File: config.mk
export PLATFORM = sky130hd
export DESIGN_NAME = beam_combiner
export DESIGN_NICKNAME = d
export VERILOG_FILES = /design/src/verilog/beam_pkg.sv /design/src/verilog/beam_combiner.sv
export VERILOG_INCLUDE_DIRS = /design/src /design/src/verilog
export SDC_FILE = /design/constraint.sdc
export NUM_CORES = 1
export LEC_CHECK = 0
export BUFFER_PORTS_ARGS = -buffer_cell sky130_fd_sc_hd__buf_2
export CORE_AREA = 2 2 302 304
export DETAILED_ROUTE_END_ITERATION = 8
export DIE_AREA = 0 0 304 306
export GPL_ROUTABILITY_DRIVEN = 0
export HOLD_SLACK_MARGIN = 0.02
export PLACE_DENSITY_LB_ADDON = 0.15
export SYNTH_ARGS = -nofsm -noshare
export SYNTH_HDL_FRONTEND = slang
export SYNTH_SLANG_ARGS = --single-unit
File: constraint.sdc
create_clock -name clock -period 3.1 [get_ports clock]
set_input_delay 0.465 -clock clock [delete_from_list [all_inputs] [get_ports clock]]
set_output_delay 0.465 -clock clock [all_outputs]
set_load 0.02 [all_outputs]
File: src/verilog/beam_config.svh
`ifndef BEAM_CONFIG_SVH
`define BEAM_CONFIG_SVH

// sizing of the receive beamformer datapath
// every width below is referenced through these macros so a change here
// ripples through the package types and both arithmetic stages

// number of complex samples carried in one input or output beat
`define BEAM_LANES 8

// width of one real or one imaginary sample part, two's complement
`define BEAM_SAMPLE_WIDTH 16

// width of one real or one imaginary weight part, two's complement
`define BEAM_WEIGHT_WIDTH 8

// the weights are Q1.7, so a product is scaled back by this many bits
// a weight of 127 is just under unity gain and -128 is exactly minus one
`define BEAM_WEIGHT_FRAC 7

// derived widths used by the arithmetic stages
// a full sample times weight product needs the sum of both widths
`define BEAM_PRODUCT_WIDTH (`BEAM_SAMPLE_WIDTH + `BEAM_WEIGHT_WIDTH)

// the difference or sum of two products needs one bit of headroom
`define BEAM_CROSS_WIDTH (`BEAM_PRODUCT_WIDTH + 1)

// the combiner adds two samples, so one extra bit keeps the sum exact
`define BEAM_SUM_WIDTH (`BEAM_SAMPLE_WIDTH + 1)

`endif

File: src/verilog/beam_pkg.sv
`include "beam_config.svh"

// shared types for the beamformer datapath
package beam_pkg;

    // one signed real or imaginary sample part
    typedef logic signed [`BEAM_SAMPLE_WIDTH-1:0] sample_t;

    // one signed real or imaginary weight part in Q1.7
    typedef logic signed [`BEAM_WEIGHT_WIDTH-1:0] weight_t;

    // full precision product of a sample part and a weight part
    typedef logic signed [`BEAM_PRODUCT_WIDTH-1:0] product_t;

    // difference or sum of two products before scaling
    typedef logic signed [`BEAM_CROSS_WIDTH-1:0] cross_t;

    // lane-wise sum of two channels before halving
    typedef logic signed [`BEAM_SUM_WIDTH-1:0] sum_t;

    // all lanes of one part of a beat, lane 0 sits in the low bits
    typedef sample_t [`BEAM_LANES-1:0] lanes_t;

    // real and imaginary lanes of one beat travel side by side
    typedef struct packed {
        lanes_t re;
        lanes_t im;
    } complex_beat_t;

    // complex weight applied to every lane of a channel
    typedef struct packed {
        weight_t re;
        weight_t im;
    } complex_weight_t;

    // payload of every stream in the design
    // valid is carried next to it as a separate strobe
    typedef struct packed {
        logic          last;
        complex_beat_t data;
    } chan_beat_t;

endpackage

File: src/verilog/beam_combiner.sv
`timescale 1ns/1ps
`include "beam_config.svh"

// sums the two weighted channels into one beam
// an idle channel adds zero, and the sum is halved to stay in one sample
module beam_combiner import beam_pkg::*; (
    input  logic       clock,
    input  logic       resetn,
    input  logic       ch0_valid,
    input  logic       ch1_valid,
    input  chan_beat_t ch0_beat,
    input  chan_beat_t ch1_beat,
    output logic       beam_valid,
    output chan_beat_t beam_beat
);

    // channel beats with an invalid channel forced to zero
    chan_beat_t ch0_masked;
    chan_beat_t ch1_masked;

    // combined beat that is registered on the next edge
    chan_beat_t beam_next;

    // add two samples at one extra bit and halve the sum
    // the arithmetic shift truncates toward minus infinity
    // the halved value always fits one sample, so nothing wraps here
    function automatic sample_t half_sum(input sample_t a, input sample_t b);
        sum_t sum;
        sum = sum_t'(a) + sum_t'(b);
        return sample_t'(sum >>> 1);
    endfunction

    // a channel without a valid beat contributes zero and no last flag
    always_comb begin
        ch0_masked = ch0_valid ? ch0_beat : '0;
        ch1_masked = ch1_valid ? ch1_beat : '0;
    end

    // lane-wise sum of the real and imaginary parts
    // last is the OR of the flags that survived the masking
    always_comb begin
        beam_next.last = ch0_masked.last | ch1_masked.last;
        for (int lane = 0; lane < `BEAM_LANES; lane++) begin
            beam_next.data.re[lane] =
                half_sum(ch0_masked.data.re[lane], ch1_masked.data.re[lane]);
            beam_next.data.im[lane] =
                half_sum(ch0_masked.data.im[lane], ch1_masked.data.im[lane]);
        end
    end

    // one register stage for the beam
    // when neither channel is valid the beat loads zero, so last drops too
    always_ff @(posedge clock) begin
        if (!resetn) begin
            beam_valid <= 1'b0;
            beam_beat <= '0;
        end else begin
            beam_valid <= ch0_valid | ch1_valid;
            beam_beat <= beam_next;
        end
    end

    // a last flag may only leave the design on a valid beam beat
    property p_last_needs_valid;
        @(posedge clock) disable iff (!resetn)
            beam_beat.last |-> beam_valid;
    endproperty

    a_last_needs_valid: assert property (p_last_needs_valid)
        else $error("beam_combiner: last is high on a beat without beam_valid");

endmodule

# Yosys cells after proc, flatten, opt, wreduce, memory -nomap -nowiden
# Index checks and enable logic that the tools add are counted.
# classes
addsub,16
muxes,2
bitwise,2
# ops
cell,count
$mux W257,2
$add A16 B16 Y17,16
$or A1 B1 Y1,2
# word_totals
reg_bits,258
output_inout_bits,258

# Depth between registers and ports, before layout
# Gate-level depths: netlist of run 1.
# logic_depth
word_depth,2
mapped_depth,14
ltp_nobuf,10

# Least setup slack after synthesis of run 1
# Ideal clock, no wire load.
# synth_path
kind,in2reg
start,in ch1_valid
end,reg beam_beat[223] (netlist name)
arrival_time_ns,3.120
required_ns,3.000
slack_ns,-0.119
path_stages,13
cell_sequence,buf_2 > buf_2 > clkbuf_1 > clkbuf_1 > and2_1 > ha_1 > a21o_1 > o21bai_1 > o31a_1 > a2111oi_4 > o21ai_2 > and3_4 > a2111oi_4
# synth_via
elab_chain_len,2
# synth_lines
element,line_no,text
start: declaration,beam_combiner.sv:10,"input logic ch1_valid,"
$mux W257,beam_combiner.sv:36,ch1_masked = ch1_valid ? ch1_beat : '0;
$add A16 B16 Y17,beam_combiner.sv:29,sum = sum_t'(a) + sum_t'(b);
end signal: assignment,beam_combiner.sv:59,beam_beat <= beam_next;
end: declaration,beam_combiner.sv:14,output chan_beat_t beam_beat
# Every way passes these cells.
# A chain may end at the register's enable or synchronous reset.

# Final worst setup path of run 1
# layout_path
start,in ch1_valid
end,reg beam_beat[187] (netlist name)
# Same word-level chain as after synthesis.

==> impl_metrics.sql, run 1 <==
INSERT INTO impl_metrics (metric_group, metric, value, unit) VALUES
('global_route', 'top_usage_layer', 'met2', ''),
('power', 'share_clk_of_total_power', '37.7', '%'),
('clocking', 'tritoncts', 'yes', ''),
('drt', 'postRouteAntennaNets', '0', ''),
('floorplanning', 'die_height', '306', 'µm'),
('worst_setup_path', 'worst-endpoint-required', '3560', 'ps'),
('cells_and_area', 'area.growth.synth_to_final', '40.5', '%'),
('global_route', 'grt_start_max_net_pins', '69', ''),
('worst_setup_path', 'path_buf_inv', '5', ''),
('synth', 'async_flop_share', '0', '%'),
('clocking', 'cts_htree_levels', '2', ''),
('global_route', 'global_route.usage.met3', '4.56', '%'),
('drt', 'drt-vias-per-instance', '4.50', ''),
('sta', 'grt_setup_unrepaired', 'no', ''),
('power', 'leakagePower', '14.6', 'nW'),
('sta', 'finalWorstPathRequiredPeriod', '2690', 'ps'),
('sta', 'worstMarginPinSlew', '570', 'ps'),
('placement', 'place_area', '0.0276', 'mm²'),
('worst_hold_path', 'worstHoldPathType', 'input pin to register', ''),
('power', 'power.net_switching', '0.00406', 'W'),
('clocking', 'postCtsHoldBufs', '0', ''),
('worst_setup_path', 'cp_data_arrival_time', '3150', 'ps'),
('drt', 'wl', '88700', 'µm'),
('floorplanning', 'die_w', '304', 'µm'),
('global_route', 'number_of_antenna_violations_at_the_first_check_in_global_routing', '28', ''),
('sta', 'final.period_utilization', '86.9', '%'),
('worst_setup_path', 'critical-path-top-delay-family', 'buffers and inverters', ''),
('clocking', 'cts_made_buffers', '39', ''),
('sta', 'relSlewSlack', '61.0', '%'),
('drt', 'routed-via-count', '21368', ''),
('synth', 'synthDistinctLibCells', '80', ''),
('global_route', 'first_global_vias', '21905', ''),
('clocking', 'post_cts_resized', '0', ''),
('drt', 'drt_first_pass_iters', '5', ''),
('sta', 'finalSetupViolations', '0', ''),
('worst_setup_path', 'critical_path_max_stage_delay', '470', 'ps'),
('floorplanning', 'top_level_ports', '776', ''),
('floorplanning', 'dieArea', '0.0930', 'mm²'),
('power', 'internal_power', '0.00802', 'W'),
('synth', 'synth-main-ff-cell', 'sky130_fd_sc_hd__dfxtp_1', ''),
('worst_setup_path', 'timing.critical_path.fanout_max', '50', ''),
('global_route', 'first_pass_grt_wire_length', '132000', 'µm'),
('sta', 'timing.final.hold_violations', '0', ''),
('clocking', 'worst_setup_hold_path_clk_slew', '60', 'ps'),
('worst_setup_path', 'critPathSlowestCell', 'sky130_fd_sc_hd__fa_1', ''),
('synth', 'synth_edf_count', '0', ''),
('power', 'netSwitchingFraction', '33.6', '%'),
('synth', 'ys.warnings.count', '0', ''),
('synth', 'synth.area.top_cells', 'sky130_fd_sc_hd__dfxtp_1 (25%), sky130_fd_sc_hd__and2_1 (16%), sky130_fd_sc_hd__ha_1 (15%)', ''),
('drt', 'initialDrtViolationCount', '898', ''),
('synth', 'netlist_instances', '2549', ''),
('drt', 'detail_route.wl_per_cell', '18.7', 'µm'),
('global_route', 'grt.total_usage', '18.4', '%'),
('floorplanning', 'initial_utilization', '23.0', '%'),
('placement', 'preCtsSetupSlack', '-233', 'ps'),
('placement', 'dp_hpwl', '73500', 'µm'),
('cells_and_area', 'layout.nets', '4307', ''),
('synth', 'yosys_register_bits', '258', ''),
('outcome', 'run_status', 'completed', ''),
('worst_setup_path', 'timing.setup.critical_path_class', 'input pin to register', ''),
('cells_and_area', 'layout.cell_area.non_filler', '0.0289', 'mm²'),
('floorplanning', 'core_area', '0.0896', 'mm²'),
('synth', 'synth_nets', '3323', ''),
('floorplanning', 'std_cell_rows', '110', ''),
('sta', 'drv_slew', '0', ''),
('clocking', 'clk_path_buf_depth', '3', ''),
('power', 'post-layout-total-power', '0.0121', 'W'),
('worst_setup_path', 'crit_path_end_kind', 'register', ''),
('clocking', 'postCtsSetupRepairBufs', '0', ''),
('clocking', 'root_buffer', 'sky130_fd_sc_hd__clkbuf_16', ''),
('sta', 'fmax', '371', 'MHz');
-- synthesized netlist by cell type, types with 29 or more instances --
cell,number
sky130_fd_sc_hd__ha_1,240
sky130_fd_sc_hd__nand4_1,32
sky130_fd_sc_hd__nand3_1,32
sky130_fd_sc_hd__a21oi_1,169
sky130_fd_sc_hd__nor3_1,36
sky130_fd_sc_hd__nor2_1,272
sky130_fd_sc_hd__o21a_1,29
sky130_fd_sc_hd__clkbuf_1,89
sky130_fd_sc_hd__o21ai_0,88
sky130_fd_sc_hd__a21o_1,79
sky130_fd_sc_hd__dfxtp_1,258
sky130_fd_sc_hd__and2_1,514
sky130_fd_sc_hd__xnor2_1,106
sky130_fd_sc_hd__nand2_1,121
sky130_fd_sc_hd__xor2_1,88
sky130_fd_sc_hd__inv_1,53
-- worst min-delay path, cell delays in order --
cell	delay (ps)
sky130_fd_sc_hd__buf_2	80
sky130_fd_sc_hd__a22oi_1	50
sky130_fd_sc_hd__nor2_1	80
-- layout make-up --
type | instances | area [µm²]
fillers | 9850 | 60700
multi-input cells | 2140 | 14800
repair buffers | 1040 | 5950
flip-flops and latches | 258 | 5160
well taps | 1176 | 1470
clock buffers | 50 | 1100
inverters | 54 | 210
clock inverters | 17 | 169
diodes | 13 | 32.5
-- metal layers --
layer / up-vias / part of all wire (%)
met2: 548 / 50
met4: 28 / 3.1
met5: - / 0.19
met1: 9843 / 41
met3: 136 / 5.6
li1: 10813 / -
-- through the flow --
step	util, %	hold slack, ps	setup TNS, ps	std cells
floorplan	-	609	0	2549
global placement	30.8	713	-1120	4668
detailed placement	30.8	714	-1230	4668
CTS	32.3	94.5	0	4735
global route	32.3	130	0	4743
finish	32.3	145	0	4748
-- layout by cell type (no fill, tap or decap), types with 79 or more instances in the layout --
| cell | instances |
|---|---|
| sky130_fd_sc_hd__a21o_1 | 79 |
| sky130_fd_sc_hd__a21oi_1 | 169 |
| sky130_fd_sc_hd__nor2_1 | 272 |
| sky130_fd_sc_hd__ha_1 | 240 |
| sky130_fd_sc_hd__nand2_1 | 121 |
| sky130_fd_sc_hd__and2_1 | 514 |
| sky130_fd_sc_hd__xor2_1 | 88 |
| sky130_fd_sc_hd__buf_2 | 772 |
| sky130_fd_sc_hd__xnor2_1 | 106 |
| sky130_fd_sc_hd__o21ai_0 | 88 |
| sky130_fd_sc_hd__buf_4 | 261 |
| sky130_fd_sc_hd__dfxtp_1 | 258 |
-- path summary, 6_finish.rpt --
| path | to | depth (start not counted) | start |
|---|---|---|---|
| max | beam_beat[187]$_SDFF_PN0_ | 13 | ch1_valid |
| min | beam_beat[256]$_SDFF_PN0_ | 3 | ch1_beat[256] |
-- cells by family after synthesis --
logic type	synth area share, %
mux	0.444
fa+ha+maj	16.1
flops	25.1
simple gates	29.3
xor+xnor	8.25
compound gates	17.9
buf+inv	2.87
-- registers in the layout, indices dropped and copies added (netlist names) --
signal and count:
beam_beat 257, beam_valid 1
-- power groups by stage --
| stage | clock network, W | registers (W) | logic, W |
|---|---|---|---|
| floorplan | 0 | 0.00421 | 0.00179 |
| global placement | 0 | 0.00383 | 0.00382 |
| detailed placement | 0 | 0.00383 | 0.00379 |
| CTS | 0.00476 | 0.00376 | 0.00381 |
| global route | 0.00485 | 0.00378 | 0.00414 |
| finish | 0.00456 | 0.00375 | 0.00377 |
(Power assumes the default switching activity.)
==> run 2: changes to the inputs <==
CORE_AREA = 2 2 305 307   (was 2 2 302 304)
DIE_AREA = 0 0 307 309   (was 0 0 304 306)
PLACE_DENSITY = 0.44   (was unset)
PLACE_DENSITY_LB_ADDON = unset   (was 0.15)
==> impl_metrics.sql, run 2 (synthesis results as in run 1) <==
INSERT INTO impl_metrics (metric_group, metric, value, unit) VALUES
('clocking', 'post_cts_resized', '0', ''),
('sta', 'relSlewSlack', '63.1', '%'),
('power', 'post-layout-total-power', '0.0123', 'W'),
('drt', 'wl', '89800', 'µm'),
('cells_and_area', 'layout_common_cells', 'sky130_fd_sc_hd__buf_2 (772), sky130_fd_sc_hd__and2_1 (514), sky130_fd_sc_hd__buf_4 (304)', ''),
('power', 'worst_ir_drop_vdd', '0.360', 'mV'),
('clocking', 'cts_num_sinks', '258', ''),
('cells_and_area', 'top_register', 'beam_beat', ''),
('cells_and_area', 'filler_cell_count', '9895', ''),
('placement', 'dp_hpwl', '75200', 'µm'),
('clocking', 'postCtsHoldBufs', '0', ''),
('drt', 'routed-via-count', '21625', ''),
('sta', 'final.period_utilization', '84.0', '%'),
('floorplanning', 'dieArea', '0.0949', 'mm²'),
('placement', 'preCtsSetupSlack', '-95.0', 'ps'),
('floorplanning', 'initial_utilization', '22.5', '%'),
('cells_and_area', 'area.growth.synth_to_final', '42.9', '%'),
('clocking', 'root_buffer', 'sky130_fd_sc_hd__clkbuf_16', ''),
('power', 'leakagePower', '14.9', 'nW'),
('drt', 'postRouteAntennaNets', '0', ''),
('cells_and_area', 'layout.nets', '4357', ''),
('worst_hold_path', 'worstHoldPathCells', '3', ''),
('floorplanning', 'die_height', '309', 'µm'),
('sta', 'finalWorstPathRequiredPeriod', '2600', 'ps'),
('sta', 'timing.final.hold_violations', '0', ''),
('cells_and_area', 'share_of_cells_above_drive_strength_1', '32.8', '%'),
('sta', 'grt_setup_unrepaired', 'no', ''),
('outcome', 'run_status', 'completed', ''),
('sta', 'worstMarginPinSlew', '540', 'ps'),
('worst_setup_path', 'timing.setup.critical_path_class', 'input pin to register', ''),
('global_route', 'number_of_antenna_violations_at_the_first_check_in_global_routing', '23', ''),
('cells_and_area', 'biggestRegsByFlops', 'beam_beat x257, beam_valid x1', ''),
('sta', 'fmax', '384', 'MHz'),
('worst_setup_path', 'critical_path.startpoint_type', 'input pin', ''),
('drt', 'drt-vias-per-instance', '4.50', ''),
('clocking', 'clk_path_buf_depth', '3', ''),
('power', 'powerDensity', '417', 'mW/mm²'),
('floorplanning', 'die_w', '307', 'µm'),
('worst_setup_path', 'timing.critical_path.fanout_max', '38', ''),
('worst_setup_path', 'cp_data_arrival_time', '3110', 'ps'),
('clocking', 'postCtsSetupRepairBufs', '0', ''),
('drt', 'drt_first_pass_iters', '5', ''),
('clocking', 'worst_setup_hold_path_clk_slew', '60', 'ps'),
('floorplanning', 'std_cell_rows', '111', ''),
('drt', 'detail_route.wl_per_cell', '18.7', 'µm'),
('sta', 'finalSetupViolations', '0', ''),
('floorplanning', 'core_area', '0.0914', 'mm²'),
('global_route', 'grt_start_max_net_pins', '70', ''),
('floorplanning', 'top_level_ports', '776', ''),
('worst_hold_path', 'timing.hold.worst_endpoint', 'beam_beat[256]$_SDFF_PN0_', ''),
('sta', 'drv_slew', '0', ''),
('placement', 'port_buffers', '775', ''),
('global_route', 'grt.total_usage', '18.0', '%'),
('cells_and_area', 'layout_commonest_cell', 'sky130_fd_sc_hd__buf_2', ''),
('cells_and_area', 'sequential_cell_area', '0.00516', 'mm²'),
('clocking', 'cts_htree_levels', '2', ''),
('global_route', 'global_route.overflow_total', '0', ''),
('clocking', 'cts_made_buffers', '38', ''),
('drt', 'initialDrtViolationCount', '944', ''),
('global_route', 'first_global_vias', '21907', ''),
('worst_setup_path', 'crit_path_end_kind', 'register', ''),
('drt', 'drc_errors', '0', ''),
('worst_hold_path', 'worstHoldPathType', 'input pin to register', ''),
('run', 'timing.max_cap.violations', '0', ''),
('clocking', 'tritoncts', 'yes', ''),
('cells_and_area', 'largest_register_ffs', '257', ''),
('global_route', 'first_pass_grt_wire_length', '130000', 'µm'),
('sta', 'fin_setup_tns', '0', 'ps'),
('worst_hold_path', 'hold_path_startpoint', 'ch1_beat[256]', ''),
('worst_setup_path', 'worst-endpoint-required', '3610', 'ps'),
('sta', 'slack_of_the_critical_path', '496', 'ps'),
('cells_and_area', 'multi_input_gate_area', '0.0148', 'mm²');
==> run 2: changes by cell type in the layout (fill, tap and decap cells not counted), sizes merged <==
cell      previous run  this run
diode               13         8
clkbuf              50        54
buf               1040      1091
clkinv              12         9
bufinv               3         5
inv                 54        55
clkinvlp             2         0
==> run 2: power by group <==
group	switching [W]	leakage, nW	internal (W)
clock network	0.00182	0.633	0.00283
registers	0.000116	2.14	0.00364
logic	0.00216	12.1	0.00170
==> run 2: final cells by class <==
class | count | area share (%)
Sequential cell | 258 | 17.6
Timing Repair Buffer | 1091 | 21.8
Multi-Input combinational cell | 2140 | 50.4
Clock inverter | 15 | 0.719
Tap cell | 1186 | 5.04
Antenna cell | 8 | 0.0680
Clock buffer | 54 | 3.64
Inverter | 54 | 0.714
==> run 2: routing by layer <==
| layer | share of wire (%) | up-vias | GRT usage [%] | wire (µm) |
|---|---|---|---|---|
| met5 | 0.15 | - | 0 | 138 |
| met4 | 3.1 | 20 | 6.04 | 2750 |
| met3 | 5.9 | 142 | 4.17 | 5340 |
| met2 | 50 | 589 | 32.7 | 45000 |
| met1 | 41 | 9947 | 20.6 | 36500 |
| li1 | - | 10927 | - | - |
==> run 2: worst max path at each step <==
stage	startpoint	end	slack [ps]	cells past startpoint
after CTS	ch1_valid	beam_beat[175]$_SDFF_PN0_	520	12
after global placement	ch0_valid	beam_beat[175]$_SDFF_PN0_	-80	12
after detailed placement	ch1_valid	beam_beat[175]$_SDFF_PN0_	-100	12
after global routing	ch0_valid	beam_beat[29]$_SDFF_PN0_	260	13
final	ch1_valid	beam_beat[175]$_SDFF_PN0_	500	12
after floorplan	ch1_valid	beam_beat[206]$_SDFF_PN0_	3	13
==> run 2: critical path: stages <==
cell,delay [ps]
sky130_fd_sc_hd__buf_6,160
sky130_fd_sc_hd__buf_12,180
sky130_fd_sc_hd__buf_4,190
sky130_fd_sc_hd__and2_1,170
sky130_fd_sc_hd__fa_2,370
sky130_fd_sc_hd__a21oi_1,230
sky130_fd_sc_hd__o211ai_1,150
sky130_fd_sc_hd__a41o_1,290
sky130_fd_sc_hd__a221o_1,340
sky130_fd_sc_hd__a2111oi_2,360
sky130_fd_sc_hd__a21oi_1,70
sky130_fd_sc_hd__nor2_1,90
==> run 2: metrics by stage <==
| step | util, % | instances | hold slack (ps) | cell area (µm²) |
|---|---|---|---|---|
| after floorplan | - | 2549 | 609 | 20600 |
| after global placement | 30.8 | 4729 | 714 | 28100 |
| after detailed placement | 30.8 | 4729 | 717 | 28100 |
| after CTS | 32.2 | 4798 | 96.1 | 29400 |
| after global routing | 32.2 | 4805 | 123 | 29400 |
| final | 32.2 | 4806 | 148 | 29400 |
